$ cat config.mk
export PLATFORM = sky130hd
export DESIGN_NAME = bfly_s2p
export DESIGN_NICKNAME = d
export VERILOG_FILES = /design/src/source/bfly_pkg.sv /design/src/source/bfly_s2p.sv
export SDC_FILE = /design/constraint.sdc
export NUM_CORES = 1
export LEC_CHECK = 0
export BUFFER_PORTS_ARGS = -buffer_cell sky130_fd_sc_hd__buf_2
export CELL_PAD_IN_SITES_DETAIL_PLACEMENT = 1
export CELL_PAD_IN_SITES_GLOBAL_PLACEMENT = 2
export CORE_ASPECT_RATIO = 1.1
export CORE_MARGIN = 5
export CORE_UTILIZATION = 35
export DETAILED_ROUTE_END_ITERATION = 6
export PLACE_DENSITY_LB_ADDON = 0.1
export SYNTH_ARGS = -nofsm -noshare
export SYNTH_HDL_FRONTEND = slang
export SYNTH_SLANG_ARGS = --single-unit
export TNS_END_PERCENT = 1
$ cat constraint.sdc
create_clock -name clk -period 2.8 [get_ports clk]
set_input_delay 0.14 -clock clk [delete_from_list [all_inputs] [get_ports clk]]
set_output_delay 0.14 -clock clk [all_outputs]
set_load 0.01 [all_outputs]
$ cat src/source/bfly_pkg.sv
package bfly_pkg;

  ////////////////////
  // Sizes
  ////////////////////
  localparam int data_width     = 16;                    // One real sample
  localparam int num_lanes      = 8;                     // Samples per RAM row
  localparam int num_units      = num_lanes / 2;         // One unit per lane pair
  localparam int row_depth      = 16;                    // Rows in RAM, 128 samples max
  localparam int row_addr_width = $clog2(row_depth);
  localparam int lane_idx_width = $clog2(num_lanes);

  ////////////////////
  // Fixed point and pipeline
  ////////////////////
  localparam int coef_frac_bits = 14;                    // Q2.14 coefficients
  localparam int coef_set_width = 4 * data_width;        // W4..W1, W1 lowest
  localparam int coef_bus_width = num_units * coef_set_width;
  localparam int latency_mul    = 2;
  localparam int latency_add    = 1;
  localparam int bfly_latency   = latency_mul + latency_add;

  // Sequencer phases
  localparam logic [1:0] st_load    = 2'd0;
  localparam logic [1:0] st_compute = 2'd1;
  localparam logic [1:0] st_drain   = 2'd2;
  localparam logic [1:0] st_readout = 2'd3;

  // One RAM row, seen as lanes by the memory path
  // and as first/second pairs by the butterfly units
  typedef union packed {
    logic [num_lanes-1:0][data_width-1:0]      lane;
    logic [num_units-1:0][1:0][data_width-1:0] pair;  // [k][0] = lane 2k
  } row_t;

endpackage

$ cat src/source/bfly_s2p.sv
`timescale 1ns/1ps

module bfly_s2p (
  input  logic                            clk,
  input  logic                            rst_n,
  input  logic                            up_vld,
  input  logic [bfly_pkg::data_width-1:0] up_dat,
  input  logic                            up_rdy,   // Owned by the sequencer
  output logic                            row_vld,
  output bfly_pkg::row_t                  row_dat
);

  logic [bfly_pkg::lane_idx_width-1:0] lane_q;  // Next lane to fill
  bfly_pkg::row_t                      row_q;   // Row under assembly
  logic                                accept;

  assign accept = up_vld & up_rdy;

  // Steer each accepted sample into its lane
  always_ff @(posedge clk) begin
    if (accept) begin
      row_q.lane[lane_q] <= up_dat;
    end
  end

  always_ff @(posedge clk or negedge rst_n) begin
    if (!rst_n) begin
      lane_q  <= '0;
      row_vld <= 1'b0;
    end else begin
      row_vld <= accept & (&lane_q);  // Eighth sample just went in
      if (accept) begin
        lane_q <= lane_q + 1'b1;      // Wraps to lane 0 for next row
      end
    end
  end

  // Full row is presented during the row_vld cycle
  // and written by the RAM on that edge
  assign row_dat = row_q;

endmodule

==> run metrics <==
Hold Violations, Final=0; post-CTS setup buffer count=0; Worst Skew=0.006656 ns; vias per cell=4.371; Synth area leaders=edfxtp_1 94%, dfrtp_1 2.5%, mux2_4 0.74%, ha_1 0.61%, nor2_1 0.55%; vias in the first global route=2316; first-pass GRT wire length=15.05 mm; crit path launch type=register; status=completed; Worst Path Buf+Inv=0; CTS tree=yes; Clock Tree Buf Depth=2; Starting Density=35.69%; final core occ=50.24%; Worst Hold Depth=1; CP arrival=1.95 ns; hold path start=up_dat[5]; via count=2146; Routed WL=10.33 mm; fin worst setup slack=0.8707 ns; IO Pins=149; post-cts sizing count=0; core area=0.01144 mm2; Post-Syn Nets=174; H-tree levels=4; max_cap viols=0; pre-CTS WS=0.8161 ns; Routed WL per cell=21.04 um; critical path startpoint=lane_q[0]; sequential-to-total area share from yosys stat=96.60%; Levels on crit path=2; Post-Synthesis Cells=152; yosys warns=0; Yosys reg bits=132; Final ANT Viol Nets=0; Post-Syn Area=0.004083 mm2; VDD IR max=0.4381 mV; R2R depth=2; DRT Pass-1 Iters=4; drt first-iter violations=95; worst skew pair latency=0.41 ns; Crit. End Element=register; CTS sink cnt=132; Final Max Slew Viols=0; mean post-synth cell area=26.86 um2; worst-path fanout max=16; f_max=0.5183 GHz; Filler Cell Count=1101; post-DP HPWL=7.192 mm; initial antenna violation count=0; ANT cells=0; root buffer cell=clkbuf_16; largest net degree at the start of global routing=17; r2r startpoint=lane_q[0]; Slew headroom=30.55%; WP data required=2.82 ns; CTS clk-pin slew, worst paths=0.06 ns; Hold WC Path Type=in -> reg; Tmin final=1.929 ns; port bufs=148; cell taking the most area after synthesis=edfxtp_1; final worst path period share=68.90%; TNS Setup=0 ns; hold_buf cts=3; area delta synth->final=40.76%; die footprint=0.01393 mm2; PD cells=889.3 mW/mm2; Critical Path Max Stage Delay=0.84 ns; Overall Global Routing Usage=15.37%; critical path type=reg -> reg; row cnt=41; Synth cell types=13; Leakage=2.198 nW; CP top delay family=simple AND/OR/NAND/NOR gates; Inserted Clock Buffers=17; DRC=0; Die Wd=113.0 um; crit-path cells=nand3b_1 -> nor2_2; Die H=123.3 um; RePlAce Congestion=0.7367; RSZ-0062 raised after global routing=no; actual slew at the worst max-slew pin=1.041 ns; critical path's slowest cell=nor2_2; share of Yosys cell area claimed by the top area cell type=94.15%; layout net count=351; grt ovf=0; share of layout cells above drive strength 1=57.48%; Final Power=5.111 mW; # setup viols final=0
[worst paths after layout]
| check | endpoint | slack (ns) |
|---|---|---|
| worst max-delay path | row_dat[99] | 0.87 |
| worst min-delay path | row_dat[53] | 0.02 |
| worst max register to register | row_dat[99] | 0.87 |
| worst min register to register | lane_q[0] | 0.53 |
| max in group asynchronous | row_vld | 2.62 |
| min in group asynchronous | lane_q[2] | 0.06 |
[sequential cells by signal (all words and copies together) (netlist names)]
signal,cells
lane_q,3
row_vld,1
row_dat,128
[where the power goes]
group	total [mW]	switching, mW	internal (mW)
Sequential	2.42	0.0735	2.34
Combinational	0.422	0.267	0.156
Clock	2.27	0.789	1.48
Total	5.11	1.13	3.98
[cell families (layout without fill, tap and decap cells)]
logic type / Yosys count / in the layout / share of synthesized area [%]
xor gates and xnor gates: 1 / 1 / 0.2146
adders and majority gates: 2 / 2 / 0.6128
buffers and inverters: 0 / 189 / 0
DFF: 132 / 132 / 96.60
muxes: 2 / 2 / 0.7355
and+or+nand+nor: 15 / 15 / 1.839
[cell type report]
cell class | instances | area (um2) | area share (%)
Sequential cell | 132 | 3944 | 68.63
Tap cell | 150 | 187.7 | 3.266
Multi-Input combinational cell | 20 | 163.9 | 2.852
Timing Repair Buffer | 158 | 838.3 | 14.59
Clock inverter | 13 | 183.9 | 3.201
Clock buffer | 18 | 429.2 | 7.468
[layer usage]
layer	global-route usage, %	share of wire, %	vias up
met5	0	0	-
met1	18.75	40	1081
li1	-	-	967
met4	4.959	1.2	0
met3	6.021	6.8	11
met2	25.30	52	87
[cell usage after synthesis, drive strengths merged]
library cell,count
edfxtp,128
nand2b,2
nand2,2
nor2,6
ha,2
nor3,2
dfrtp,4
xnor2,1
mux2,2
and3,1
nand3,1
nand3b,1
[through the flow]
step | hold WS, ns | area (um2) | std cells
finish | 0.01503 | 5747 | 491
global route | 0.002786 | 5747 | 491
CTS | 0.003132 | 5737 | 490
detailed placement | -0.05049 | 5094 | 456
global placement | -0.04908 | 5094 | 456
floorplan | -0.1556 | 4083 | 152
[cells in the final DEF, fill, tap and decap left out, types with 2 or more instances in the layout]
| cell | netlist | final |
|---|---|---|
| buf_2 | 0 | 148 |
| nor3_2 | 0 | 2 |
| ha_1 | 2 | 2 |
| clkinv_2 | 0 | 3 |
| mux2_4 | 2 | 2 |
| clkinvlp_4 | 0 | 3 |
| buf_4 | 0 | 5 |
| dfrtp_1 | 4 | 4 |
| bufinv_16 | 0 | 4 |
| dlygate4sd3_1 | 0 | 4 |
| clkinv_4 | 0 | 2 |
| edfxtp_1 | 128 | 128 |
| clkbuf_16 | 0 | 17 |
| nor2_2 | 0 | 6 |
| nand2b_1 | 2 | 2 |
Power figures use the tool's default switching activity.
