===== src/source/bfly_pkg.sv =====
package bfly_pkg;

  ////////////////////
  // Sizes
  ////////////////////
  localparam int data_width     = 16;                    // One real sample
  localparam int num_lanes      = 8;                     // Samples per RAM row
  localparam int num_units      = num_lanes / 2;         // One unit per lane pair
  localparam int row_depth      = 16;                    // Rows in RAM, 128 samples max
  localparam int row_addr_width = $clog2(row_depth);
  localparam int lane_idx_width = $clog2(num_lanes);

  ////////////////////
  // Fixed point and pipeline
  ////////////////////
  localparam int coef_frac_bits = 14;                    // Q2.14 coefficients
  localparam int coef_set_width = 4 * data_width;        // W4..W1, W1 lowest
  localparam int coef_bus_width = num_units * coef_set_width;
  localparam int latency_mul    = 2;
  localparam int latency_add    = 1;
  localparam int bfly_latency   = latency_mul + latency_add;

  // Sequencer phases
  localparam logic [1:0] st_load    = 2'd0;
  localparam logic [1:0] st_compute = 2'd1;
  localparam logic [1:0] st_drain   = 2'd2;
  localparam logic [1:0] st_readout = 2'd3;

  // One RAM row, seen as lanes by the memory path
  // and as first/second pairs by the butterfly units
  typedef union packed {
    logic [num_lanes-1:0][data_width-1:0]      lane;
    logic [num_units-1:0][1:0][data_width-1:0] pair;  // [k][0] = lane 2k
  } row_t;

endpackage


===== src/source/bfly_row_ram.sv =====
`timescale 1ns/1ps

module bfly_row_ram (
  input  logic                                clk,
  input  logic                                rst_n,
  input  logic                                wr_en,
  input  logic [bfly_pkg::row_addr_width-1:0] wr_addr,
  input  logic                                wr_from_bfly,  // 1: butterfly result
  input  bfly_pkg::row_t                      load_row,
  input  bfly_pkg::row_t                      bfly_row,
  input  logic                                rd_en,
  input  logic [bfly_pkg::row_addr_width-1:0] rd_addr,
  output logic                                rd_vld,
  output bfly_pkg::row_t                      rd_dat
);

  bfly_pkg::row_t mem [bfly_pkg::row_depth];

  // Simple dual port, write and read may hit different rows in one cycle
  always_ff @(posedge clk) begin
    if (wr_en) begin
      mem[wr_addr] <= wr_from_bfly ? bfly_row : load_row;
    end
    if (rd_en) begin
      rd_dat <= mem[rd_addr];  // Registered read
    end
  end

  always_ff @(posedge clk or negedge rst_n) begin
    if (!rst_n) begin
      rd_vld <= 1'b0;
    end else begin
      rd_vld <= rd_en;  // Data one cycle behind rd_en
    end
  end

endmodule


===== config.mk =====
export PLATFORM = sky130hd
export DESIGN_NAME = bfly_row_ram
export DESIGN_NICKNAME = d
export VERILOG_FILES = /design/src/source/bfly_pkg.sv /design/src/source/bfly_row_ram.sv
export SDC_FILE = /design/constraint.sdc
export NUM_CORES = 2
export LEC_CHECK = 0
export ABC_AREA = 0
export BUFFER_PORTS_ARGS = -buffer_cell sky130_fd_sc_hd__buf_2
export CAP_MARGIN = 20
export CELL_PAD_IN_SITES_DETAIL_PLACEMENT = 0
export CELL_PAD_IN_SITES_GLOBAL_PLACEMENT = 1
export CORE_MARGIN = 4
export CORE_UTILIZATION = 33
export CTS_BUF_LIST = sky130_fd_sc_hd__clkbuf_2 sky130_fd_sc_hd__clkbuf_4 sky130_fd_sc_hd__clkbuf_8
export DETAILED_ROUTE_END_ITERATION = 8
export PLACE_DENSITY = 0.55
export SLEW_MARGIN = 10
export SYNTH_ARGS = -nofsm -noshare
export SYNTH_HDL_FRONTEND = slang
export SYNTH_SLANG_ARGS = --single-unit
export TNS_END_PERCENT = 10

===== constraint.sdc =====
create_clock -name clk -period 1.48 [get_ports clk]
set_clock_uncertainty 0.05 [all_clocks]
set_input_delay 0.296 -clock clk [delete_from_list [all_inputs] [get_ports clk]]
set_output_delay 0.296 -clock clk [all_outputs]
set_load 0.1 [all_outputs]

==> flow_metrics.py <==
metrics = {
    "power": {
        "power.switching_mw": 31.5,
        "ir_drop_mv": 0.673,
        "pwr-share-comb_pct": 9.1,
        "p_seq_share_pct": 52.4,
        "power_density_nw_per_um2": 1280,
        "power_leakage_nw": 35.4,
        "p_sw_share_pct": 23.3,
        "p_int_mw": 104,
        "p_clk_share_pct": 38.6,
    },
    "clock_tree": {
        "clkTransAtPathRegs_ns": 0.06,
        "cts-htree-levels": 5,
        "clockBufferDepth": 4,
        "cts_setup_buffers": 0,
        "hold_buffers": 272,
        "clock_tree.root_cell": "clkbuf_8",
        "clk_latency_ns": 1.05,
        "cts_sinks": 2177,
        "cts_tree": "built",
        "cts_inserted_buffers": 378,
    },
    "grt": {
        "grt_first_pass_wirelength_um": 324000,
        "grt_overflow": 0,
        "grt_antenna_before_repair": 13,
        "grt_start_max_net_pins": 44,
        "grt_pass1_vias": 44600,
        "grt.total_usage_pct": 17.5,
    },
    "sta": {
        "tightest_slew_ns": 0.682,
        "slew_headroom_pct": 54.4,
        "hold_ws_ns": 0.00535,
        "hold_viol_final": 0,
        "rsz0062_at_grt": "true",
        "period_share_pct": 150,
        "setup_ws_ns": -0.740,
        "setup_violations": 194,
        "tns_ns": -75.61,
        "fmax_mhz": 451,
        "finalCriticalPeriod_ns": 2.22,
        "slew_viol_final": 0,
    },
    "finish": {
        "nFillCells": 21500,
        "nNetsFinal": 5154,
        "layout-drive-gt1-share_pct": 42.5,
        "syn_to_final_growth_pct": 28.8,
        "mostFrequentLayoutCell": "edfxtp_1",
        "final_cells": 8452,
        "mostFrequentLayoutCells": "edfxtp_1 (2176), mux4_2 (469), clkbuf_8 (387)",
    },
    "hold_path": {
        "min_from": "wr_addr[2]",
        "hold_depth": 5,
        "hold_path_class": "input pin to register",
    },
    "yosys": {
        "yosysTopAreaCell": "edfxtp_1",
        "yosys_warnings": 0,
        "synthTopCellsByArea": "edfxtp_1 (80%), mux4_2 (13%), a22oi_1 (2.0%)",
        "postSynthNetCount": 3797,
        "synth_cell_types": 28,
        "synth_area_um2": 82200,
        "syn_avg_cell_area_um2": 23.3,
        "syn_inst": 3528,
        "netlist.area_leader.share_pct": 79.5,
        "synth_seq_area_share_pct": 79.6,
        "ys_ff_latch": 2177,
    },
    "floorplanning": {
        "die_y_um": 507,
        "dieArea_um2": 257000,
        "core_area_um2": 247000,
        "fp.dieW_um": 507,
        "fp-row-count": 182,
        "initial_core_util_pct": 33.3,
        "io_pins": 398,
    },
    "placement": {
        "place.gp.congestion": 0.731,
        "place_inst": 7546,
        "hpwlAfterDp_um": 141000,
        "io_buffer_count": 397,
        "dp_worst_setup_slack_ns": -0.875,
    },
    "critical_path": {
        "slowest_delay_ns": 0.56,
        "slowest_stage": "edfxtp_1",
        "path_cells": "buf_12",
        "crit_path_start": "rd_dat[63]",
        "worst_ep_required_time_ns": 1.13,
        "crit_cells": 1,
        "path_class": "register to primary output",
        "crit_family": "flip-flops",
        "critPathBufInv": 1,
        "ff2ff_path_depth": 5,
        "crit_path_end_kind": "primary output",
        "start_kind": "register",
        "arrival_ns": 1.87,
        "crit_fanout": 1,
        "r2r_start": "mem[0][76]",
    },
    "outcome": {
        "status": "complete, but fails checks",
        "failed_checks": "negative setup slack",
    },
    "routing": {
        "dr.pass1.iters": 5,
        "wl_per_cell_um": 26.8,
        "drt-total-wl_um": 227000,
        "viasPerCell": 4.97,
        "vias": 42000,
        "route.detailed.drc": 0,
        "drtIter0Drc": 3711,
        "ant_nets": 0,
    },
    "flow_run": {
        "cap_violations": 0,
    },
}
state kept, by name, summed over array words and instances, names as in the netlist:
register	count
mem	2048
rd_dat	128
rd_vld	1
power by group through the flow:
stage               Sequential [mW]  Combinational [mW]  Clock (mW)
finish                         70.8                12.3        52.1
CTS                            70.8                12.3        53.7
global route                   70.9                13.0        56.7
floorplan                      73.8                4.33           0
global placement               72.0                11.3           0
detailed placement             72.0                11.5           0
kinds of logic after synthesis:
logic type,share of synthesized area (%)
multiplexers,15.8
buffers and inverters,1.17
AO/OA/AOI/OAI,2.68
AND/OR/NAND/NOR,0.818
flip-flops,79.6
metal layers:
| layer | track usage [%] | part of all wire (%) | up-vias |
|---|---|---|---|
| met5 | 0 | 0 | - |
| met4 | 4.32 | 2.0 | 0 |
| met3 | 3.14 | 5.5 | 324 |
| met2 | 28.2 | 48 | 1339 |
| met1 | 24.5 | 44 | 22500 |
| li1 | - | - | 17900 |
stage by stage:
step	util, %	area (µm²)	power [mW]
after global routing	42.9	106000	141
after global placement	38.6	95300	83.3
after CTS	42.7	105000	137
after floorplan	-	82300	78.1
after detailed placement	38.6	95300	83.5
final	42.9	106000	135
worst paths after layout:
path | to | slack [ns]
worst max-delay path | rd_dat[63] | -0.74
worst max register to register | rd_dat[76] | -0.18
worst min register to register | rd_dat[29] | 0.63
max in group asynchronous | rd_vld | 0.68
min in group asynchronous | rd_vld | 0.60
worst min-delay path | mem[0][40] | 0.005
cell usage after synthesis (all sizes together):
cell type	n
o211ai	19
inv	1
mux2	128
clkbuf	82
nand2	114
nand3	3
nor3	4
nand3b	2
a211oi	18
nand2b	3
nor2b	14
buf	110
a221oi	2
o22ai	18
a22oi	218
nor2	17
mux4	469
edfxtp	2176
a21oi	29
or3b	1
o21ai	2
and2	2
mux2i	95
dfrtp	1
area by class of cell:
class	count	area [µm²]	share of cell area [%]
Clock inverter	140	903	0.853
Antenna cell	5	12.5	0.0118
Multi-Input combinational cell	1158	16600	15.7
Inverter	1	3.75	0.00355
Sequential cell	2177	65400	61.8
Clock buffer	490	6090	5.75
Tap cell	3312	4140	3.91
Timing Repair Buffer	1169	12700	12.0
repair_timing:
item	4_1_cts	5_1_grt
endpoints found under the hold margin	2373	3
pin swaps	28	44
resized for setup	124	97
setup endpoints to repair	180	509
No activity file was read; power rests on OpenSTA's default activity.
