--- src/source/bfly_pkg.sv ---
package bfly_pkg;

  ////////////////////
  // Sizes
  ////////////////////
  localparam int data_width     = 16;                    // One real sample
  localparam int num_lanes      = 8;                     // Samples per RAM row
  localparam int num_units      = num_lanes / 2;         // One unit per lane pair
  localparam int row_depth      = 16;                    // Rows in RAM, 128 samples max
  localparam int row_addr_width = $clog2(row_depth);
  localparam int lane_idx_width = $clog2(num_lanes);

  ////////////////////
  // Fixed point and pipeline
  ////////////////////
  localparam int coef_frac_bits = 14;                    // Q2.14 coefficients
  localparam int coef_set_width = 4 * data_width;        // W4..W1, W1 lowest
  localparam int coef_bus_width = num_units * coef_set_width;
  localparam int latency_mul    = 2;
  localparam int latency_add    = 1;
  localparam int bfly_latency   = latency_mul + latency_add;

  // Sequencer phases
  localparam logic [1:0] st_load    = 2'd0;
  localparam logic [1:0] st_compute = 2'd1;
  localparam logic [1:0] st_drain   = 2'd2;
  localparam logic [1:0] st_readout = 2'd3;

  // One RAM row, seen as lanes by the memory path
  // and as first/second pairs by the butterfly units
  typedef union packed {
    logic [num_lanes-1:0][data_width-1:0]      lane;
    logic [num_units-1:0][1:0][data_width-1:0] pair;  // [k][0] = lane 2k
  } row_t;

endpackage

--- src/source/bfly_unit.sv ---
`timescale 1ns/1ps

module bfly_unit (
  input  logic                                clk,
  input  logic                                rst_n,
  input  logic                                bfly_go,
  input  logic [bfly_pkg::coef_set_width-1:0] coef_set,  // W4..W1
  input  logic                                in_vld,
  input  logic [bfly_pkg::data_width-1:0]     in_first,
  input  logic [bfly_pkg::data_width-1:0]     in_second,
  output logic                                out_vld,
  output logic [bfly_pkg::data_width-1:0]     out_first,
  output logic [bfly_pkg::data_width-1:0]     out_second
);

  logic signed [bfly_pkg::data_width-1:0]   w_q [4];  // W1..W4
  logic signed [2*bfly_pkg::data_width-1:0] prod_q [bfly_pkg::latency_mul][4];
  logic signed [2*bfly_pkg::data_width:0]   sum1;
  logic signed [2*bfly_pkg::data_width:0]   sum2;
  logic [bfly_pkg::data_width-1:0]          y1_q [bfly_pkg::latency_add];
  logic [bfly_pkg::data_width-1:0]          y2_q [bfly_pkg::latency_add];
  logic [bfly_pkg::bfly_latency-1:0]        vld_q;

  // Coefficients held for the whole pass
  always_ff @(posedge clk) begin
    if (bfly_go) begin
      for (int k = 0; k < 4; k++) begin
        w_q[k] <= coef_set[k*bfly_pkg::data_width +: bfly_pkg::data_width];
      end
    end
  end

  ////////////////////
  // Multiply stages
  ////////////////////
  always_ff @(posedge clk) begin
    prod_q[0][0] <= $signed(in_first) * w_q[0];   // x1*W1 -> y1
    prod_q[0][1] <= $signed(in_first) * w_q[1];   // x1*W2 -> y2
    prod_q[0][2] <= $signed(in_second) * w_q[2];  // x2*W3 -> y1
    prod_q[0][3] <= $signed(in_second) * w_q[3];  // x2*W4 -> y2
    for (int s = 1; s < bfly_pkg::latency_mul; s++) begin
      prod_q[s] <= prod_q[s-1];
    end
  end

  ////////////////////
  // Add, shift, truncate
  ////////////////////
  assign sum1 = prod_q[bfly_pkg::latency_mul-1][0] + prod_q[bfly_pkg::latency_mul-1][2];
  assign sum2 = prod_q[bfly_pkg::latency_mul-1][1] + prod_q[bfly_pkg::latency_mul-1][3];

  always_ff @(posedge clk) begin
    // Arithmetic shift by frac bits, low 16 kept so overflow wraps
    y1_q[0] <= sum1[bfly_pkg::coef_frac_bits +: bfly_pkg::data_width];
    y2_q[0] <= sum2[bfly_pkg::coef_frac_bits +: bfly_pkg::data_width];
    for (int s = 1; s < bfly_pkg::latency_add; s++) begin
      y1_q[s] <= y1_q[s-1];
      y2_q[s] <= y2_q[s-1];
    end
  end

  // Valid rides alongside the data
  always_ff @(posedge clk or negedge rst_n) begin
    if (!rst_n) begin
      vld_q <= '0;
    end else begin
      vld_q <= {vld_q[bfly_pkg::bfly_latency-2:0], in_vld};
    end
  end

  assign out_vld    = vld_q[bfly_pkg::bfly_latency-1];
  assign out_first  = y1_q[bfly_pkg::latency_add-1];
  assign out_second = y2_q[bfly_pkg::latency_add-1];

endmodule

--- config.mk ---
export PLATFORM = sky130hd
export DESIGN_NAME = bfly_unit
export DESIGN_NICKNAME = d
export VERILOG_FILES = /design/src/source/bfly_pkg.sv /design/src/source/bfly_unit.sv
export SDC_FILE = /design/constraint.sdc
export NUM_CORES = 2
export LEC_CHECK = 0
export BUFFER_PORTS_ARGS = -buffer_cell sky130_fd_sc_hd__buf_4
export CORE_MARGIN = 4
export CORE_UTILIZATION = 40
export DETAILED_ROUTE_END_ITERATION = 16
export MAX_ROUTING_LAYER = met4
export SYNTH_ARGS = -nofsm -noshare
export SYNTH_HDL_FRONTEND = slang
export SYNTH_SLANG_ARGS = --single-unit
export TNS_END_PERCENT = 50
--- constraint.sdc ---
create_clock -name clk -period 13.4 [get_ports clk]
set_input_delay 1.34 -clock clk [delete_from_list [all_inputs] [get_ports clk]]
set_output_delay 1.34 -clock clk [all_outputs]
set_load 0.01 [all_outputs]
==> metrics.log <==
INFO  metric outcome = completed
INFO  metric synth-main-ff-cell = sky130_fd_sc_hd__dfxtp_1
INFO  metric clk_transition_reported_paths = 0.06 ns
INFO  metric dr.first_iter.drc_count = 1,390
INFO  metric count_of_nets_after_finishing = 6,246
INFO  metric synthArstFlopShare = 0.008850
INFO  metric worst_slew_pin_slew = 0.8806 ns
INFO  metric hold_class = register to register
INFO  metric clock_path_buffers = 3
INFO  metric post_route_cells_drive_above_1_share = 0.04900
INFO  metric via_count_of_the_first_global_routing_pass = 34,010
INFO  metric whs = 0.2907 ns
INFO  metric syn_to_final_growth = 8.221%
INFO  metric period_needed = 6.999 ns
INFO  metric syn_avg_cell_area = 9.843 µm²
INFO  metric synthesis.instances = 4,764
INFO  metric period_share = 0.5223
INFO  metric synth_edf_count = 64
INFO  metric post_cts_resized = 0
INFO  metric avgRoutedWirePerCell = 17.24 µm
INFO  metric syn_nets = 6,228
INFO  metric gpl.final_weighted_congestion = 0.8747
INFO  metric finalSetupViolations = 0
INFO  metric cp-start-kind = input pin
INFO  metric maxSlewViolCount = 0
INFO  metric grt_setup_unrepaired = no
INFO  metric final.fill_count = 11,210
INFO  metric drcViolationCount = 0
INFO  metric worstPathArrival = 7.47 ns
INFO  metric postCtsSetupRepairBufs = 0
INFO  metric synth_warnings = 0
INFO  metric maximum_fanout_along_the_worst_path = 30
INFO  metric antenna_found_initial = 6
INFO  metric detail_route.wirelength = 109,400 µm
INFO  metric clock_tree_from_tritoncts = built
INFO  metric grt_first_pass_wirelength = 183,600 µm
INFO  metric cap_violations = 0
INFO  metric floorplan.initialDensity = 0.4030
INFO  metric finalSetupTns = 0 ns
INFO  metric track_usage = 0.1939
INFO  metric ctsRootBufferMaster = sky130_fd_sc_hd__clkbuf_16
INFO  metric critical_path_class = input pin to register
INFO  metric grt_overflow = 0
INFO  metric clk-insertion-delay-late = 0.59 ns
INFO  metric num_rows = 125
INFO  metric dieArea = 0.1228 mm²
INFO  metric place_hpwl = 86,940 µm
INFO  metric antenna_violating_nets_post_route = 0
INFO  metric timing.critical_path.required = 13.87 ns
INFO  metric timing.final.hold_violations = 0
INFO  metric cts_inserted_buffers = 42
INFO  metric cts_htree_levels = 2
INFO  metric synthesis.area = 0.04689 mm²
INFO  metric num_vias = 30,200
INFO  metric fmaxAchievable = 142.9 MHz
INFO  metric cts.hold.buffers_added = 0
INFO  metric synth_cell_type_count = 70
INFO  metric drt_pass1_iterations = 5
INFO  metric clock_skew = 0.04193 ns
INFO  metric synth_seq_area_share = 0.1587
INFO  metric port-buffer-count = 132
INFO  metric die_width = 350.4 µm
INFO  metric core_area = 0.1164 mm²
INFO  metric synth-seq-cells = 339
INFO  metric count_of_boundary_i_o_pins = 133
INFO  metric die_height = 350.4 µm
INFO  metric cts.sink_count = 339
INFO  metric maxSlewHeadroom = 0.4129
INFO  metric grt_max_degree = 52
INFO  metric via_per_inst = 4.757
INFO  metric worst_setup_ep_type = register
-- through the flow --
step / util / area, µm² / setup WS, ns / std cells
2_1_floorplan: - / 46890 / 6.184 / 4764
3_3_place_gp: 0.4228 / 49200 / 5.808 / 6262
3_5_place_dp: 0.4228 / 49200 / 5.745 / 6262
4_1_cts: 0.4360 / 50730 / 6.377 / 6340
5_1_grt: 0.4361 / 50740 / 6.055 / 6345
6_report: 0.4361 / 50750 / 6.401 / 6347
-- registers in the layout, indices dropped and copies added (netlist names) --
name / count
prod_q: 240
y2_q: 16
w_q: 64
vld_q: 3
y1_q: 16
-- logic make-up (layout without fill, tap and decap cells) --
| kind of cell | count (synthesis) | after routing | share of synthesized area |
|---|---|---|---|
| fa+ha+maj | 1364 | 1364 | 0.5228 |
| buf+inv | 1310 | 1362 | 0.1049 |
| simple gates | 1259 | 1259 | 0.1343 |
| flops | 339 | 339 | 0.1587 |
| compound gates | 301 | 301 | 0.04365 |
| xor+xnor | 191 | 191 | 0.03568 |
| other cells | 0 | 7 | 0 |
-- cell usage after synthesis, types with 22 or more instances --
cell | instances | area, µm²
sky130_fd_sc_hd__o21ai_0 | 43 | 215.2
sky130_fd_sc_hd__o21a_1 | 22 | 165.2
sky130_fd_sc_hd__nand2_1 | 509 | 1911
sky130_fd_sc_hd__nand3_1 | 22 | 110.1
sky130_fd_sc_hd__clkbuf_1 | 159 | 596.8
sky130_fd_sc_hd__inv_1 | 1150 | 4317
sky130_fd_sc_hd__ha_1 | 372 | 4654
sky130_fd_sc_hd__edfxtp_1 | 64 | 1922
sky130_fd_sc_hd__and2_1 | 501 | 3134
sky130_fd_sc_hd__fa_1 | 992 | 19860
sky130_fd_sc_hd__dfxtp_1 | 272 | 5445
sky130_fd_sc_hd__a21o_1 | 46 | 345.3
sky130_fd_sc_hd__nand2b_1 | 38 | 237.7
sky130_fd_sc_hd__xor2_1 | 40 | 350.3
sky130_fd_sc_hd__a21oi_1 | 90 | 450.4
sky130_fd_sc_hd__nor3_1 | 26 | 130.1
sky130_fd_sc_hd__xnor2_1 | 151 | 1323
sky130_fd_sc_hd__nor2_1 | 109 | 409.1
-- path summary, 6_finish.rpt --
| check | start | to | slack, ns | cells past startpoint |
|---|---|---|---|---|
| setup / recovery | in_second[15] | prod_q[0][29]$_DFF_P_ | 6.40 | 20 |
| hold / removal | prod_q[0][108]$_DFF_P_ | prod_q[0][236]$_DFF_P_ | 0.29 | 0 |
| hold reg to reg | prod_q[0][108]$_DFF_P_ | prod_q[0][236]$_DFF_P_ | 0.29 | 0 |
| setup reg to reg | w_q[2][1]$_DFFE_PP_ | prod_q[0][61]$_DFF_P_ | 6.59 | 17 |
| min in group asynchronous | rst_n | vld_q[0]$_DFF_PN0_ | 0.57 | 1 |
| max in group asynchronous | rst_n | vld_q[1]$_DFF_PN0_ | 12.74 | 1 |
-- final cells by class --
| class | instances | area (µm²) | share of cell area |
|---|---|---|---|
| inverters | 1151 | 4320 | 0.08514 |
| flip-flops and latches | 339 | 7442 | 0.1467 |
| diodes | 7 | 17.52 | 0.0003452 |
| clock buffers | 54 | 1201 | 0.02367 |
| well taps | 1524 | 1907 | 0.03758 |
| clock inverters | 24 | 327.8 | 0.006460 |
| repair buffers | 133 | 998.5 | 0.01968 |
| multi-input cells | 3115 | 34530 | 0.6805 |
-- critical path, stage by stage --
cell and delay (ns):
sky130_fd_sc_hd__buf_4 0.23, sky130_fd_sc_hd__nand2_1 0.16, sky130_fd_sc_hd__inv_1 0.11, sky130_fd_sc_hd__fa_1 0.71, sky130_fd_sc_hd__inv_1 0.14, sky130_fd_sc_hd__fa_1 0.81, sky130_fd_sc_hd__inv_1 0.15, sky130_fd_sc_hd__fa_1 0.48
sky130_fd_sc_hd__fa_1 0.57, sky130_fd_sc_hd__fa_1 0.43, sky130_fd_sc_hd__fa_1 0.45, sky130_fd_sc_hd__ha_1 0.33, sky130_fd_sc_hd__a21oi_1 0.27, sky130_fd_sc_hd__o21ai_0 0.12, sky130_fd_sc_hd__a21o_1 0.21, sky130_fd_sc_hd__nor3_1 0.14
sky130_fd_sc_hd__nand3_1 0.14, sky130_fd_sc_hd__a31o_2 0.27, sky130_fd_sc_hd__a21oi_1 0.17, sky130_fd_sc_hd__xnor2_1 0.20
-- per-layer routing --
| layer | global-route usage | routed length [µm] | share of wire | up-vias |
|---|---|---|---|---|
| met4 | 0.03391 | 1639 | 0.015 | 0 |
| met3 | 0.02850 | 4967 | 0.045 | 107 |
| met2 | 0.3201 | 52740 | 0.48 | 534 |
| met5 | - | 0 | 0 | - |
| li1 | - | - | - | 14050 |
| met1 | 0.2585 | 50060 | 0.46 | 15500 |
-- cell usage in the layout, fill, tap and decap left out, drive strengths merged, types with 11 or more instances in the layout --
cell    count
inv      1164
fa        992
nand2     509
and2      501
ha        372
dfxtp     272
xnor2     151
buf       133
nor2      109
a21oi      94
edfxtp     64
clkbuf     54
o21ai      48
a21o       46
xor2       40
nand2b     38
nor3       26
o21a       22
nand3      22
o21bai     20
a31oi      12
nand4      11
Power is not shown: default switching activity piles up to over one toggle a cycle in this logic, so the estimate is an artifact.
