File: src/source/bfly_pkg.sv
package bfly_pkg;

  ////////////////////
  // Sizes
  ////////////////////
  localparam int data_width     = 16;                    // One real sample
  localparam int num_lanes      = 8;                     // Samples per RAM row
  localparam int num_units      = num_lanes / 2;         // One unit per lane pair
  localparam int row_depth      = 16;                    // Rows in RAM, 128 samples max
  localparam int row_addr_width = $clog2(row_depth);
  localparam int lane_idx_width = $clog2(num_lanes);

  ////////////////////
  // Fixed point and pipeline
  ////////////////////
  localparam int coef_frac_bits = 14;                    // Q2.14 coefficients
  localparam int coef_set_width = 4 * data_width;        // W4..W1, W1 lowest
  localparam int coef_bus_width = num_units * coef_set_width;
  localparam int latency_mul    = 2;
  localparam int latency_add    = 1;
  localparam int bfly_latency   = latency_mul + latency_add;

  // Sequencer phases
  localparam logic [1:0] st_load    = 2'd0;
  localparam logic [1:0] st_compute = 2'd1;
  localparam logic [1:0] st_drain   = 2'd2;
  localparam logic [1:0] st_readout = 2'd3;

  // One RAM row, seen as lanes by the memory path
  // and as first/second pairs by the butterfly units
  typedef union packed {
    logic [num_lanes-1:0][data_width-1:0]      lane;
    logic [num_units-1:0][1:0][data_width-1:0] pair;  // [k][0] = lane 2k
  } row_t;

endpackage

File: src/source/bfly_sequencer.sv
`timescale 1ns/1ps

module bfly_sequencer (
  input  logic                                clk,
  input  logic                                rst_n,
  input  logic [7:0]                          length,
  input  logic                                up_vld,
  input  logic                                row_vld,
  input  logic                                bfly_vld,    // Unit 0 out_vld
  input  logic                                row_free,    // p2s can take a row
  output logic                                up_rdy,
  output logic                                wr_en,
  output logic [bfly_pkg::row_addr_width-1:0] wr_addr,
  output logic                                wr_from_bfly,
  output logic                                rd_en,
  output logic [bfly_pkg::row_addr_width-1:0] rd_addr,
  output logic                                to_p2s,
  output logic                                bfly_go,
  output logic                                butterfly_start
);

  logic [1:0]                          state;
  logic [7:0]                          len_q;      // Block length of this run
  logic [7:0]                          smp_cnt;    // Accepted samples
  logic                                load_done;  // Last sample taken
  logic [bfly_pkg::row_addr_width-1:0] ld_cnt;     // Load row address
  logic [bfly_pkg::row_addr_width:0]   rd_cnt;     // Compute and readout reads
  logic [bfly_pkg::row_addr_width:0]   wb_cnt;     // Write-backs done
  logic                                rd_pend;    // Readout read in flight
  logic [bfly_pkg::row_addr_width-1:0] wa_pipe [bfly_pkg::bfly_latency+1];
  logic [7:0]                          len_cur;
  logic [bfly_pkg::row_addr_width:0]   rows_m1;
  logic                                accept;
  logic                                last_smp;
  logic                                wr_bfly;
  logic                                ro_issue;
  logic                                ro_done;
  logic                                cmp_last;
  logic                                wb_last;

  ////////////////////
  // Load side
  ////////////////////
  assign accept   = up_vld & up_rdy;
  assign len_cur  = (smp_cnt == 8'd0) ? length : len_q;  // Length sampled on first
  assign last_smp = accept & (smp_cnt == len_cur - 8'd1);
  assign rows_m1  = len_q[7:bfly_pkg::lane_idx_width] - (bfly_pkg::row_addr_width+1)'(1);
  assign up_rdy   = (state == bfly_pkg::st_load) & ~load_done;

  ////////////////////
  // RAM controls
  ////////////////////
  assign wr_bfly      = bfly_vld & ((state == bfly_pkg::st_compute) |
                                    (state == bfly_pkg::st_drain));  // Ignore readout rows
  assign wr_en        = (row_vld & (state == bfly_pkg::st_load)) | wr_bfly;
  assign wr_from_bfly = wr_bfly;
  assign wr_addr      = wr_bfly ? wa_pipe[bfly_pkg::bfly_latency] : ld_cnt;

  // Readout paced by row_free, one read in flight at most
  assign ro_issue = (state == bfly_pkg::st_readout) & row_free & ~rd_pend &
                    (rd_cnt <= rows_m1);
  assign ro_done  = (state == bfly_pkg::st_readout) & row_free & ~rd_pend &
                    (rd_cnt > rows_m1);  // Last lane leaving or buffer empty
  assign rd_en    = (state == bfly_pkg::st_compute) | ro_issue;
  assign rd_addr  = rd_cnt[bfly_pkg::row_addr_width-1:0];
  assign to_p2s   = state == bfly_pkg::st_readout;
  assign bfly_go  = (state == bfly_pkg::st_compute) & (rd_cnt == '0);  // First compute cycle
  assign cmp_last = (state == bfly_pkg::st_compute) & (rd_cnt == rows_m1);
  assign wb_last  = wr_bfly & (wb_cnt == rows_m1);

  // Write address follows its row through RAM read and the units
  always_ff @(posedge clk) begin
    wa_pipe[0] <= rd_addr;
    for (int s = 1; s <= bfly_pkg::bfly_latency; s++) begin
      wa_pipe[s] <= wa_pipe[s-1];
    end
  end

  ////////////////////
  // Phase FSM
  ////////////////////
  always_ff @(posedge clk or negedge rst_n) begin
    if (!rst_n) begin
      state           <= bfly_pkg::st_load;
      len_q           <= '0;
      smp_cnt         <= '0;
      load_done       <= 1'b0;
      ld_cnt          <= '0;
      rd_cnt          <= '0;
      wb_cnt          <= '0;
      rd_pend         <= 1'b0;
      butterfly_start <= 1'b0;
    end else begin
      butterfly_start <= 1'b0;
      rd_pend         <= ro_issue;  // RAM answers one cycle later
      if (accept) begin
        smp_cnt <= smp_cnt + 8'd1;
        if (smp_cnt == 8'd0) begin
          len_q <= length;
        end
        if (last_smp) begin
          load_done <= 1'b1;  // Input refused from here on
        end
      end
      if (wr_bfly) begin
        wb_cnt <= wb_cnt + 1'b1;
      end
      case (state)
        bfly_pkg::st_load: begin
          if (row_vld) begin
            ld_cnt <= ld_cnt + 1'b1;
            if (load_done) begin  // Last row being written
              state     <= bfly_pkg::st_compute;
              ld_cnt    <= '0;
              smp_cnt   <= '0;
              load_done <= 1'b0;
            end
          end
        end
        bfly_pkg::st_compute: begin
          rd_cnt <= rd_cnt + 1'b1;  // One row per cycle
          if (cmp_last) begin
            state  <= bfly_pkg::st_drain;
            rd_cnt <= '0;
          end
        end
        bfly_pkg::st_drain: begin
          if (wb_last) begin
            state           <= bfly_pkg::st_readout;
            wb_cnt          <= '0;
            butterfly_start <= 1'b1;
          end
        end
        default: begin  // Readout
          if (ro_issue) begin
            rd_cnt <= rd_cnt + 1'b1;
          end
          if (ro_done) begin
            state  <= bfly_pkg::st_load;
            rd_cnt <= '0;
          end
        end
      endcase
    end
  end

endmodule

File: config.mk
export PLATFORM = sky130hd
export DESIGN_NAME = bfly_sequencer
export DESIGN_NICKNAME = d
export VERILOG_FILES = /design/src/source/bfly_pkg.sv /design/src/source/bfly_sequencer.sv
export SDC_FILE = /design/constraint.sdc
export NUM_CORES = 1
export LEC_CHECK = 0
export BUFFER_PORTS_ARGS = -buffer_cell sky130_fd_sc_hd__buf_2
export CAP_MARGIN = 20
export CORE_ASPECT_RATIO = 0.7
export CORE_MARGIN = 8
export CORE_UTILIZATION = 30
export CTS_CLUSTER_SIZE = 14
export DETAILED_ROUTE_END_ITERATION = 8
export GPL_TIMING_DRIVEN = 0
export PLACE_DENSITY = 0.57
export SLEW_MARGIN = 20
export SYNTH_ARGS = -nofsm -noshare
export SYNTH_HDL_FRONTEND = slang
export SYNTH_SLANG_ARGS = --single-unit
export TNS_END_PERCENT = 20
File: constraint.sdc
create_clock -name clk -period 3.3 [get_ports clk]
set_input_delay 0.495 -clock clk [delete_from_list [all_inputs] [get_ports clk]]
set_output_delay 0.495 -clock clk [all_outputs]
set_load 0.01 [all_outputs]
==> results.toml, run 1 <==
[run_status]
status = "finished clean"

[worst_setup_path]
worst_setup_path_start_kind = "register"
critPathLaunch = "len_q[3]$_DFFE_PN0P_"
r2r-start = "len_q[3]$_DFFE_PN0P_"
crit_path_max_incr_delay_ns = 0.45
crit_end = "rd_en"
slowest_stage = "dfrtp_2"
worstPathArrival_ns = 2.63
r2r_end = "state[1]$_DFFE_PN0P_"
worst-path-max-fanout = 6
cp.depth = 10
ff2ff_setup_slack_ns = 0.35
critical_path_buf_inv_count = 2
setup.worst_path.end_class = "primary output"
cp_top_family = "simple AND/OR/NAND/NOR gates"
ff2ff_path_depth = 12
required_ns = 2.80
crit_path_cell_trace = "inv_1 > ha_1 > nor3b_4 > xnor2_1 > ha_1 > and3_1 > and3_1 > a31oi_4 > o21ai_0 > buf_2"
critPathKind = "register to primary output"

[die]
die_x_um = 133
ios = 29
start_util = 0.312
die_area_um2 = 12900
coreArea_um2 = 9140
dieHeight_um = 97.6
floorplan.rows = 29

[timing]
finalSetupViolCount = 0
rsz0062_at_grt = "no"
max_freq_ghz = 0.320
min_period_ns = 3.12
hold_violations = 0
setup-tns-final_ns = 0
fin_crit_sh = 0.946
tightest_slew_ns = 0.841
fin_skew_ns = 0.00655
final_max_slew_viol_count = 0
relSlewSlack = 0.439

[power_and_ir_drop]
power.leakage_nw = 1.54
p_int_mw = 2.00
switching_share = 0.396
p_comb_frac = 0.519
vdd_ir_drop_max_mv = 0.396
pwr-share-seq = 0.320
power_frac_clock = 0.161
power_density_nw_per_um2 = 989
total_power_mw = 3.31
p_sw_mw = 1.31

[grt]
grt_pass1_vias = 2114
antenna_found_initial = 0
grt_first_pass_wirelength_um = 10600
grt_max_degree = 36
grt_use_total = 0.0992
grt-ovfl-total = 0

[placement]
portBuffers = 28
post-dp-hpwl_um = 4780
place_inst = 443
gp_congestion = 0.826

[synth]
yosysWarnings = 0
yosysTopAreaCell = "dfrtp_1"
synth.cell_area_um2 = 2850
synth_edf_count = 0
yosys-top-cells-area = "dfrtp_1 (31%), dfxtp_1 (11%), ha_1 (7.5%), xor2_1 (4.3%), nand2_1 (3.8%)"
synth_seq_cells = 51
avgSynthCellArea_um2 = 9.80
synthArstFlopShare = 0.686
synthesis.nets = 322
synth_top_area_share = 0.307
synth_cells = 291
ys.flop_type = "dfrtp_1"
seq_area_frac_synth = 0.419
synthDistinctLibCells = 55

[cts]
cts_tree = "built"
cts-root-buf = "clkbuf_16"
clkTransAtPathRegs_ns = 0.07
cts_inserted_buffers = 5
h-tree-depth = 2
clock_sinks = 51
clk_path_buf_depth = 2
clkLatencyLatePin_ns = 0.29
cts_hold_buf = 0

[route]
drc = 0
final_antenna_net_count = 0
viasPerCell = 4.83
vias = 2189
routed_wl_um = 6340
firstDrtPassIters = 4
drt_iter0_markers = 108
wl_per_cell_um = 14.0

[job]
max_cap_viol_count = 0

[layout]
num-nets-final = 359
drive_above_1_share = 0.201
stdcell_count = 453
synthToLayoutAreaGrowth_pct = 17.1
diodes = 0
nFillCells = 943

[hold_path]
min_path_type = "input pin to async pin"
worst min path at each step:
stage | from | slack (ns) | to | cells past startpoint
4_1_cts | wa_pipe[0][3]$_DFF_P_ | 0.33 | wa_pipe[1][3]$_DFF_P_ | 0
2_1_floorplan | rst_n | 0.20 | butterfly_start$_DFF_PN0_ | 0
3_5_place_dp | wa_pipe[0][1]$_DFF_P_ | 0.31 | wa_pipe[1][1]$_DFF_P_ | 0
6_report | rst_n | 0.31 | smp_cnt[3]$_DFF_PN0_ | 1
5_1_grt | wa_pipe[2][0]$_DFF_P_ | 0.33 | wa_pipe[3][0]$_DFF_P_ | 0
3_3_place_gp | wa_pipe[0][1]$_DFF_P_ | 0.31 | wa_pipe[1][1]$_DFF_P_ | 0
per-layer routing:
| layer | GRT usage | part of all wire | vias up |
|---|---|---|---|
| met5 | 0 | 0 | - |
| met4 | 0.0322 | 0.0099 | 0 |
| met3 | 0.0253 | 0.046 | 4 |
| met2 | 0.132 | 0.39 | 56 |
| met1 | 0.149 | 0.55 | 1024 |
| li1 | - | - | 1105 |
final cells by class:
| class | count | area (µm²) | share of cell area |
|---|---|---|---|
| clock inverters | 3 | 26.3 | 0.00786 |
| repair buffers | 30 | 155 | 0.0464 |
| plain buffers | 11 | 62.6 | 0.0187 |
| flip-flops and latches | 51 | 1200 | 0.358 |
| well taps | 124 | 155 | 0.0464 |
| multi-input cells | 215 | 1570 | 0.469 |
| clock buffers | 5 | 125 | 0.0374 |
| inverters | 14 | 52.6 | 0.0157 |
cells in the final DEF (no fill, tap or decap), types with 2 or more instances in the layout:
cell,instances
a21boi_1,2
a21o_1,3
a21oi_1,9
a22o_1,4
and2_1,2
and3_1,7
buf_2,33
buf_4,6
clkbuf_16,5
dfrtp_1,34
dfxtp_1,16
ha_1,17
inv_1,13
inv_6,2
mux2_1,4
mux2_2,8
mux2i_1,5
nand2_1,29
nand2b_1,4
nand3_1,8
nand3b_1,2
nand4_1,6
nor2_1,19
nor2b_1,4
nor3_1,9
nor4_1,2
o21ai_0,15
o31ai_1,3
or3_1,2
or4_1,2
xnor2_1,11
xnor3_1,2
xor2_1,14
logic make-up after synthesis:
| family | Yosys count | share of synthesized area |
|---|---|---|
| multiplexers | 18 | 0.0728 |
| AO/OA/AOI/OAI | 49 | 0.113 |
| flip-flops | 51 | 0.419 |
| XOR/XNOR | 27 | 0.0925 |
| buffers and inverters | 25 | 0.0403 |
| AND/OR/NAND/NOR | 104 | 0.188 |
| adder cells (fa/ha/maj) | 17 | 0.0746 |
cell usage after synthesis, drive strengths merged (2+ instances only):
| cell type | instances |
|---|---|
| nand3 | 8 |
| a21o | 3 |
| o21ai | 17 |
| xnor2 | 11 |
| dfxtp | 16 |
| a21boi | 2 |
| xnor3 | 2 |
| dfrtp | 35 |
| mux2 | 12 |
| buf | 10 |
| a22o | 4 |
| a21oi | 9 |
| nand3b | 2 |
| or4 | 3 |
| nand2 | 29 |
| nor2b | 4 |
| ha | 17 |
| nand2b | 4 |
| xor2 | 14 |
| nor2 | 20 |
| and2 | 2 |
| nand4 | 6 |
| o31ai | 4 |
| inv | 14 |
| or3 | 2 |
| and3 | 7 |
| nor3b | 2 |
| mux2i | 5 |
| nor3 | 9 |
| nor4 | 3 |
flip-flops by register name, summed over array words and instances, names as in the netlist:
name             cells
wa_pipe             16
smp_cnt              8
load_done            1
butterfly_start      1
state                2
ld_cnt               4
wb_cnt               5
rd_cnt               5
len_q                8
rd_pend              1
power by group through the flow:
| stage | sequential (mW) | clock [mW] | combinational (mW) |
|---|---|---|---|
| floorplan | 1.01 | 0 | 1.26 |
| global placement | 1.07 | 0 | 1.56 |
| detailed placement | 1.07 | 0 | 1.59 |
| CTS | 1.06 | 0.549 | 1.60 |
| global route | 1.10 | 0.577 | 1.92 |
| finish | 1.06 | 0.534 | 1.71 |
repair_timing:
item,CTS,global route
resized for setup,1,4
buffers inserted,0,2
setup endpoints to repair,1,2
metrics by stage:
step / cell area, µm² / hold WS (ns) / util / worst slack, ns
floorplan: 2850 / 0.199 / - / 0.579
global placement: 3150 / 0.314 / 0.344 / 0.162
detailed placement: 3150 / 0.312 / 0.344 / 0.198
CTS: 3300 / 0.329 / 0.361 / 0.0400
global route: 3340 / 0.333 / 0.365 / 0.0168
finish: 3340 / 0.312 / 0.365 / 0.179
worst register-to-register path, stage by stage, from the launching register on:
cell and delay (ns):
dfrtp_2 0.45, inv_1 0.13, ha_1 0.20, nor3b_4 0.23
xnor2_1 0.11, ha_1 0.29, and3_1 0.17, and3_1 0.29
a31oi_4 0.07, buf_4 0.16, a22oi_1 0.30, a21oi_1 0.13
mux2_1 0.32
No activity file was read; power rests on OpenSTA's default activity.
==> inputs of run 2 (changes only) <==
- GPL_TIMING_DRIVEN: 0 -> default
- clock period: 3.3 -> 3.85 ns (I/O delays scaled with it)
==> run 2 against run 1 <==
Total power is 18% lower. First-iteration DRC count up 12%. Die area is the same. Wire length grew 1.9%. Global-route usage up 0.26 points. Clock skew increased by 0.00082 ns. Final area is 2.7% lower. Via count fell by 2.6%. Combinational power shrank 23%. Register-to-register slack improved by 0.45 ns. Sequential power decreased by 12%. Highest routed layer unchanged.
==> results.toml, run 2 (synthesized netlist as in run 1, its figures left out) <==
[worst_setup_path]
worst_setup_path_start_kind = "register"
slowest_stage = "dfrtp_1"
crit_path_max_incr_delay_ns = 0.44
required_ns = 3.27
cp_top_family = "simple AND/OR/NAND/NOR gates"
critPathKind = "register to primary output"
critical_path_buf_inv_count = 2
setup.worst_path.end_class = "primary output"
crit_path_cell_trace = "inv_1 > ha_1 > nor3b_1 > xnor2_1 > ha_1 > and3_1 > and3_1 > a31oi_1 > o21ai_0 > buf_2"
worst-path-max-fanout = 6
worstPathArrival_ns = 2.85

[layout]
reg_top3 = "wa_pipe (16), len_q (8), smp_cnt (8)"
synthToLayoutAreaGrowth_pct = 14.0
largest_reg_flops = 16
top_register = "wa_pipe"
mostFrequentLayoutCell = "dfrtp_1"
stdcell_count = 442
num-nets-final = 348
layout_common_cells = "dfrtp_1 (35), nand2_1 (29), buf_2 (28)"
drive_above_1_share = 0.170
diodes = 0

[die]
floorplan.rows = 29
die_x_um = 133
die_area_um2 = 12900
dieHeight_um = 97.6
coreArea_um2 = 9140
ios = 29
start_util = 0.312

[timing]
hold_violations = 0
fin_skew_ns = 0.00737
finalWorstSetupSlack_ns = 0.427
fin_crit_sh = 0.889
rsz0062_at_grt = "no"
setup-tns-final_ns = 0
tightest_slew_ns = 0.845
final_max_slew_viol_count = 0
min_period_ns = 3.42
relSlewSlack = 0.437
finalSetupViolCount = 0
max_freq_ghz = 0.292

[cts]
clock_sinks = 51
clk_path_buf_depth = 2
cts-resized-gates = 0
cts_inserted_buffers = 5
cts_tree = "built"
post_cts_buffers = 0
h-tree-depth = 2
cts_hold_buf = 0
clkTransAtPathRegs_ns = 0.08
cts-root-buf = "clkbuf_16"
clkLatencyLatePin_ns = 0.30

[placement]
portBuffers = 28
gp_congestion = 0.810
place_ws_ns = 0.779
post-dp-hpwl_um = 4910
place_inst = 434

[grt]
grt-ovfl-total = 0
grt_use_total = 0.102
antenna_found_initial = 0
grt_first_pass_wirelength_um = 10800
grt_max_degree = 36
grt_pass1_vias = 2018

[power_and_ir_drop]
p_int_mw = 1.62
p_comb_frac = 0.485
vdd_ir_drop_max_mv = 0.355
power_frac_clock = 0.172
switching_share = 0.404
pwr-share-seq = 0.343
power_density_nw_per_um2 = 834
power.leakage_nw = 1.49
p_sw_mw = 1.10

[route]
drc = 0
firstDrtPassIters = 5
final_antenna_net_count = 0
drt_iter0_markers = 121
wl_per_cell_um = 14.6
viasPerCell = 4.82
vias = 2132
routed_wl_um = 6460

[run_status]
status = "finished clean"

[job]
max_cap_viol_count = 0

[hold_path]
min_path_type = "register to register"
run 2: cell count changes in the layout (fill, tap and decap cells not counted), sizes merged:
cell	previous run	this run
clkbuf	6	5
buf	40	30
run 2: routing by layer:
layer | part of all wire | global-route usage | vias up
li1 | - | - | 1075
met1 | 0.56 | 0.158 | 1009
met2 | 0.39 | 0.134 | 46
met3 | 0.040 | 0.0227 | 2
met4 | 0.0051 | 0.0261 | 0
met5 | 0 | 0 | -
run 2: path summary, 6_finish.rpt:
path | startpoint | to | slack [ns] | cells past startpoint
setup / recovery | len_q[3]$_DFFE_PN0P_ | rd_en | 0.43 | 10
hold / removal | wa_pipe[0][1]$_DFF_P_ | wa_pipe[1][1]$_DFF_P_ | 0.33 | 0
setup reg to reg | len_q[3]$_DFFE_PN0P_ | state[1]$_DFFE_PN0P_ | 0.80 | 11
hold reg to reg | wa_pipe[0][1]$_DFF_P_ | wa_pipe[1][1]$_DFF_P_ | 0.33 | 0
max in group asynchronous | rst_n | len_q[5]$_DFFE_PN0P_ | 2.94 | 1
min in group asynchronous | rst_n | smp_cnt[3]$_DFF_PN0_ | 0.38 | 1
run 2: cell type report:
cell class | instances | area [µm²]
repair buffers | 30 | 155
well taps | 124 | 155
clock buffers | 5 | 125
inverters | 14 | 52.6
flip-flops and latches | 51 | 1200
clock inverters | 3 | 26.3
multi-input cells | 215 | 1540
fillers | 945 | 5890
run 2: worst register-to-register path: stages, from the launching register on:
cell and delay (ns):
dfrtp_1 0.44, inv_1 0.12, ha_1 0.18, nor3b_1 0.35, xnor2_1 0.18, ha_1 0.26
and3_1 0.18, and3_1 0.22, a31oi_1 0.31, a22oi_1 0.19, a21oi_1 0.18, mux2_1 0.33
run 2: power groups by stage:
stage / clock network (mW) / registers, mW / logic [mW]
4_1_cts: 0.478 / 0.932 / 1.32
3_3_place_gp: 0 / 0.937 / 1.31
6_report: 0.467 / 0.931 / 1.32
2_1_floorplan: 0 / 0.864 / 1.08
3_5_place_dp: 0 / 0.941 / 1.32
5_1_grt: 0.503 / 0.965 / 1.49
run 2: stage by stage:
stage	cell area, µm²	util	hold slack (ns)	power [mW]
final	3250	0.356	0.328	2.71
after detailed placement	3100	0.339	0.312	2.26
after global routing	3250	0.356	0.339	2.96
after CTS	3250	0.356	0.329	2.73
after global placement	3100	0.339	0.313	2.25
after floorplan	2850	-	0.282	1.94
==> inputs of run 3 (changes only) <==
- CORE_UTILIZATION: 30 -> 63
- PLACE_DENSITY: 0.57 -> 0.95
==> run 3 against run 2 <==
Utilization rose by 36 points. Sequential power grew 0.6%. Combinational power grew 5%. Critical path type unchanged. Sequential cell count unchanged.
==> results.toml, run 3 (synthesized netlist as in run 1, its figures left out) <==
[run_status]
status = "finished clean"

[power_and_ir_drop]
p_int_mw = 1.50
power_frac_clock = 0.124
p_sw_mw = 1.14
p_comb_frac = 0.522
power_density_nw_per_um2 = 850
switching_share = 0.431
vdd_ir_drop_max_mv = 0.527
pwr-share-seq = 0.354
power.leakage_nw = 1.46

[grt]
grt-ovfl-total = 0
grt_first_pass_wirelength_um = 11000
grt_pass1_vias = 2379
grt_use_total = 0.203
grt_max_degree = 36
antenna_found_initial = 0

[die]
start_util = 0.655
die_area_um2 = 6970
coreArea_um2 = 4350
dieHeight_um = 72.3
floorplan.rows = 20
die_x_um = 96.4
ios = 29

[worst_setup_path]
crit_path_cell_trace = "inv_1 > ha_1 > nor3b_1 > xnor2_1 > ha_1 > and3_1 > and3_1 > a31oi_1 > o21ai_0 > buf_2"
ff2ff_path_depth = 11
worst_setup_path_start_kind = "register"
critPathKind = "register to primary output"
worstPathArrival_ns = 2.93
required_ns = 3.27
setup.worst_path.end_class = "primary output"
crit_path_max_incr_delay_ns = 0.45
worst-path-max-fanout = 6
slowest_stage = "dfrtp_1"

[placement]
place_inst = 365
portBuffers = 28
gp_congestion = 0.980
place_ws_ns = 0.782
post-dp-hpwl_um = 4960

[layout]
mostFrequentLayoutCell = "dfrtp_1"
layout_common_cells = "dfrtp_1 (35), nand2_1 (29), buf_2 (28)"
top_register = "wa_pipe"
reg_top3 = "wa_pipe (16), len_q (8), smp_cnt (8)"
stdcell_count = 373
num-nets-final = 348
drive_above_1_share = 0.170
synthToLayoutAreaGrowth_pct = 9.08
diodes = 0
largest_reg_flops = 16

[hold_path]
min_path_type = "input pin to async pin"

[timing]
max_freq_ghz = 0.285
rsz0062_at_grt = "no"
setup-tns-final_ns = 0
fin_crit_sh = 0.911
hold_violations = 0
whs_ns = 0.330
min_period_ns = 3.51
finalWorstSetupSlack_ns = 0.342
finalSetupViolCount = 0
final_max_slew_viol_count = 0
relSlewSlack = 0.485
fin_skew_ns = 0.00586
tightest_slew_ns = 0.772

[route]
firstDrtPassIters = 6
drc = 0
drt_iter0_markers = 237
viasPerCell = 6.29
wl_per_cell_um = 18.2
final_antenna_net_count = 0
vias = 2348
routed_wl_um = 6800

[cts]
h-tree-depth = 2
cts-root-buf = "clkbuf_8"
cts_tree = "built"
clock_sinks = 51
clkLatencyLatePin_ns = 0.31
clk_path_buf_depth = 2
post_cts_buffers = 0
cts_inserted_buffers = 5
clkTransAtPathRegs_ns = 0.10
cts_hold_buf = 0
cts-resized-gates = 0

[job]
max_cap_viol_count = 0
-- run 3: cell types whose count changed in the layout (fill, tap and decap cells not counted) --
cell       before  now
clkbuf_16       5    0
clkinv_4        1    2
inv_6           2    0
inv_8           0    1
clkbuf_8        0    5
-- run 3: metrics by stage --
stage / total power, mW / utilization / cell area (µm²)
2_1_floorplan: 1.94 / - / 2850
3_3_place_gp: 2.18 / 0.692 / 3010
3_5_place_dp: 2.28 / 0.692 / 3010
4_1_cts: 2.63 / 0.715 / 3110
5_1_grt: 2.82 / 0.715 / 3110
6_report: 2.65 / 0.715 / 3110
-- run 3: final cells by class --
class	instances	area, µm²
Clock inverter	3	28.8
Sequential cell	51	1200
Tap cell	55	68.8
Fill cell	306	1240
Clock buffer	5	68.8
Inverter	14	52.6
Timing Repair Buffer	30	155
Multi-Input combinational cell	215	1540
-- run 3: power by group through the flow --
stage / Clock, mW / Sequential [mW] / Combinational (mW)
floorplan: 0 / 0.864 / 1.08
global placement: 0 / 0.923 / 1.26
detailed placement: 0 / 0.940 / 1.34
CTS: 0.335 / 0.930 / 1.36
global route: 0.353 / 0.961 / 1.51
finish: 0.328 / 0.937 / 1.38
-- run 3: worst max-delay path: cells and delay by family, from the launching register on --
| family | cells | cell delay (ns) |
|---|---|---|
| adders and majority gates | 2 | 0.45 |
| and+or+nand+nor | 3 | 0.76 |
| DFF | 1 | 0.45 |
| xor gates and xnor gates | 1 | 0.18 |
| AOI/OAI and AO/OA | 2 | 0.49 |
| buffers and inverters | 2 | 0.29 |
-- run 3: worst paths after layout --
kind / from / end / slack (ns)
max reg2reg: len_q[3]$_DFFE_PN0P_ / state[1]$_DFFE_PN0P_ / 0.72
max: len_q[3]$_DFFE_PN0P_ / rd_en / 0.34
min in group clk: wa_pipe[2][2]$_DFF_P_ / wa_pipe[3][2]$_DFF_P_ / 0.33
min: rst_n / rd_cnt[0]$_DFFE_PN0P_ / 0.33
max in group asynchronous: rst_n / len_q[7]$_DFFE_PN0P_ / 3.03
min reg2reg: wa_pipe[2][2]$_DFF_P_ / wa_pipe[3][2]$_DFF_P_ / 0.33
-- run 3: routing by layer --
metal	track usage	routed length, µm	up-vias
met4	0.0953	244	0
met5	0	0	-
met1	0.242	2750	1096
met2	0.336	3150	147
li1	-	-	1070
met3	0.0474	665	35
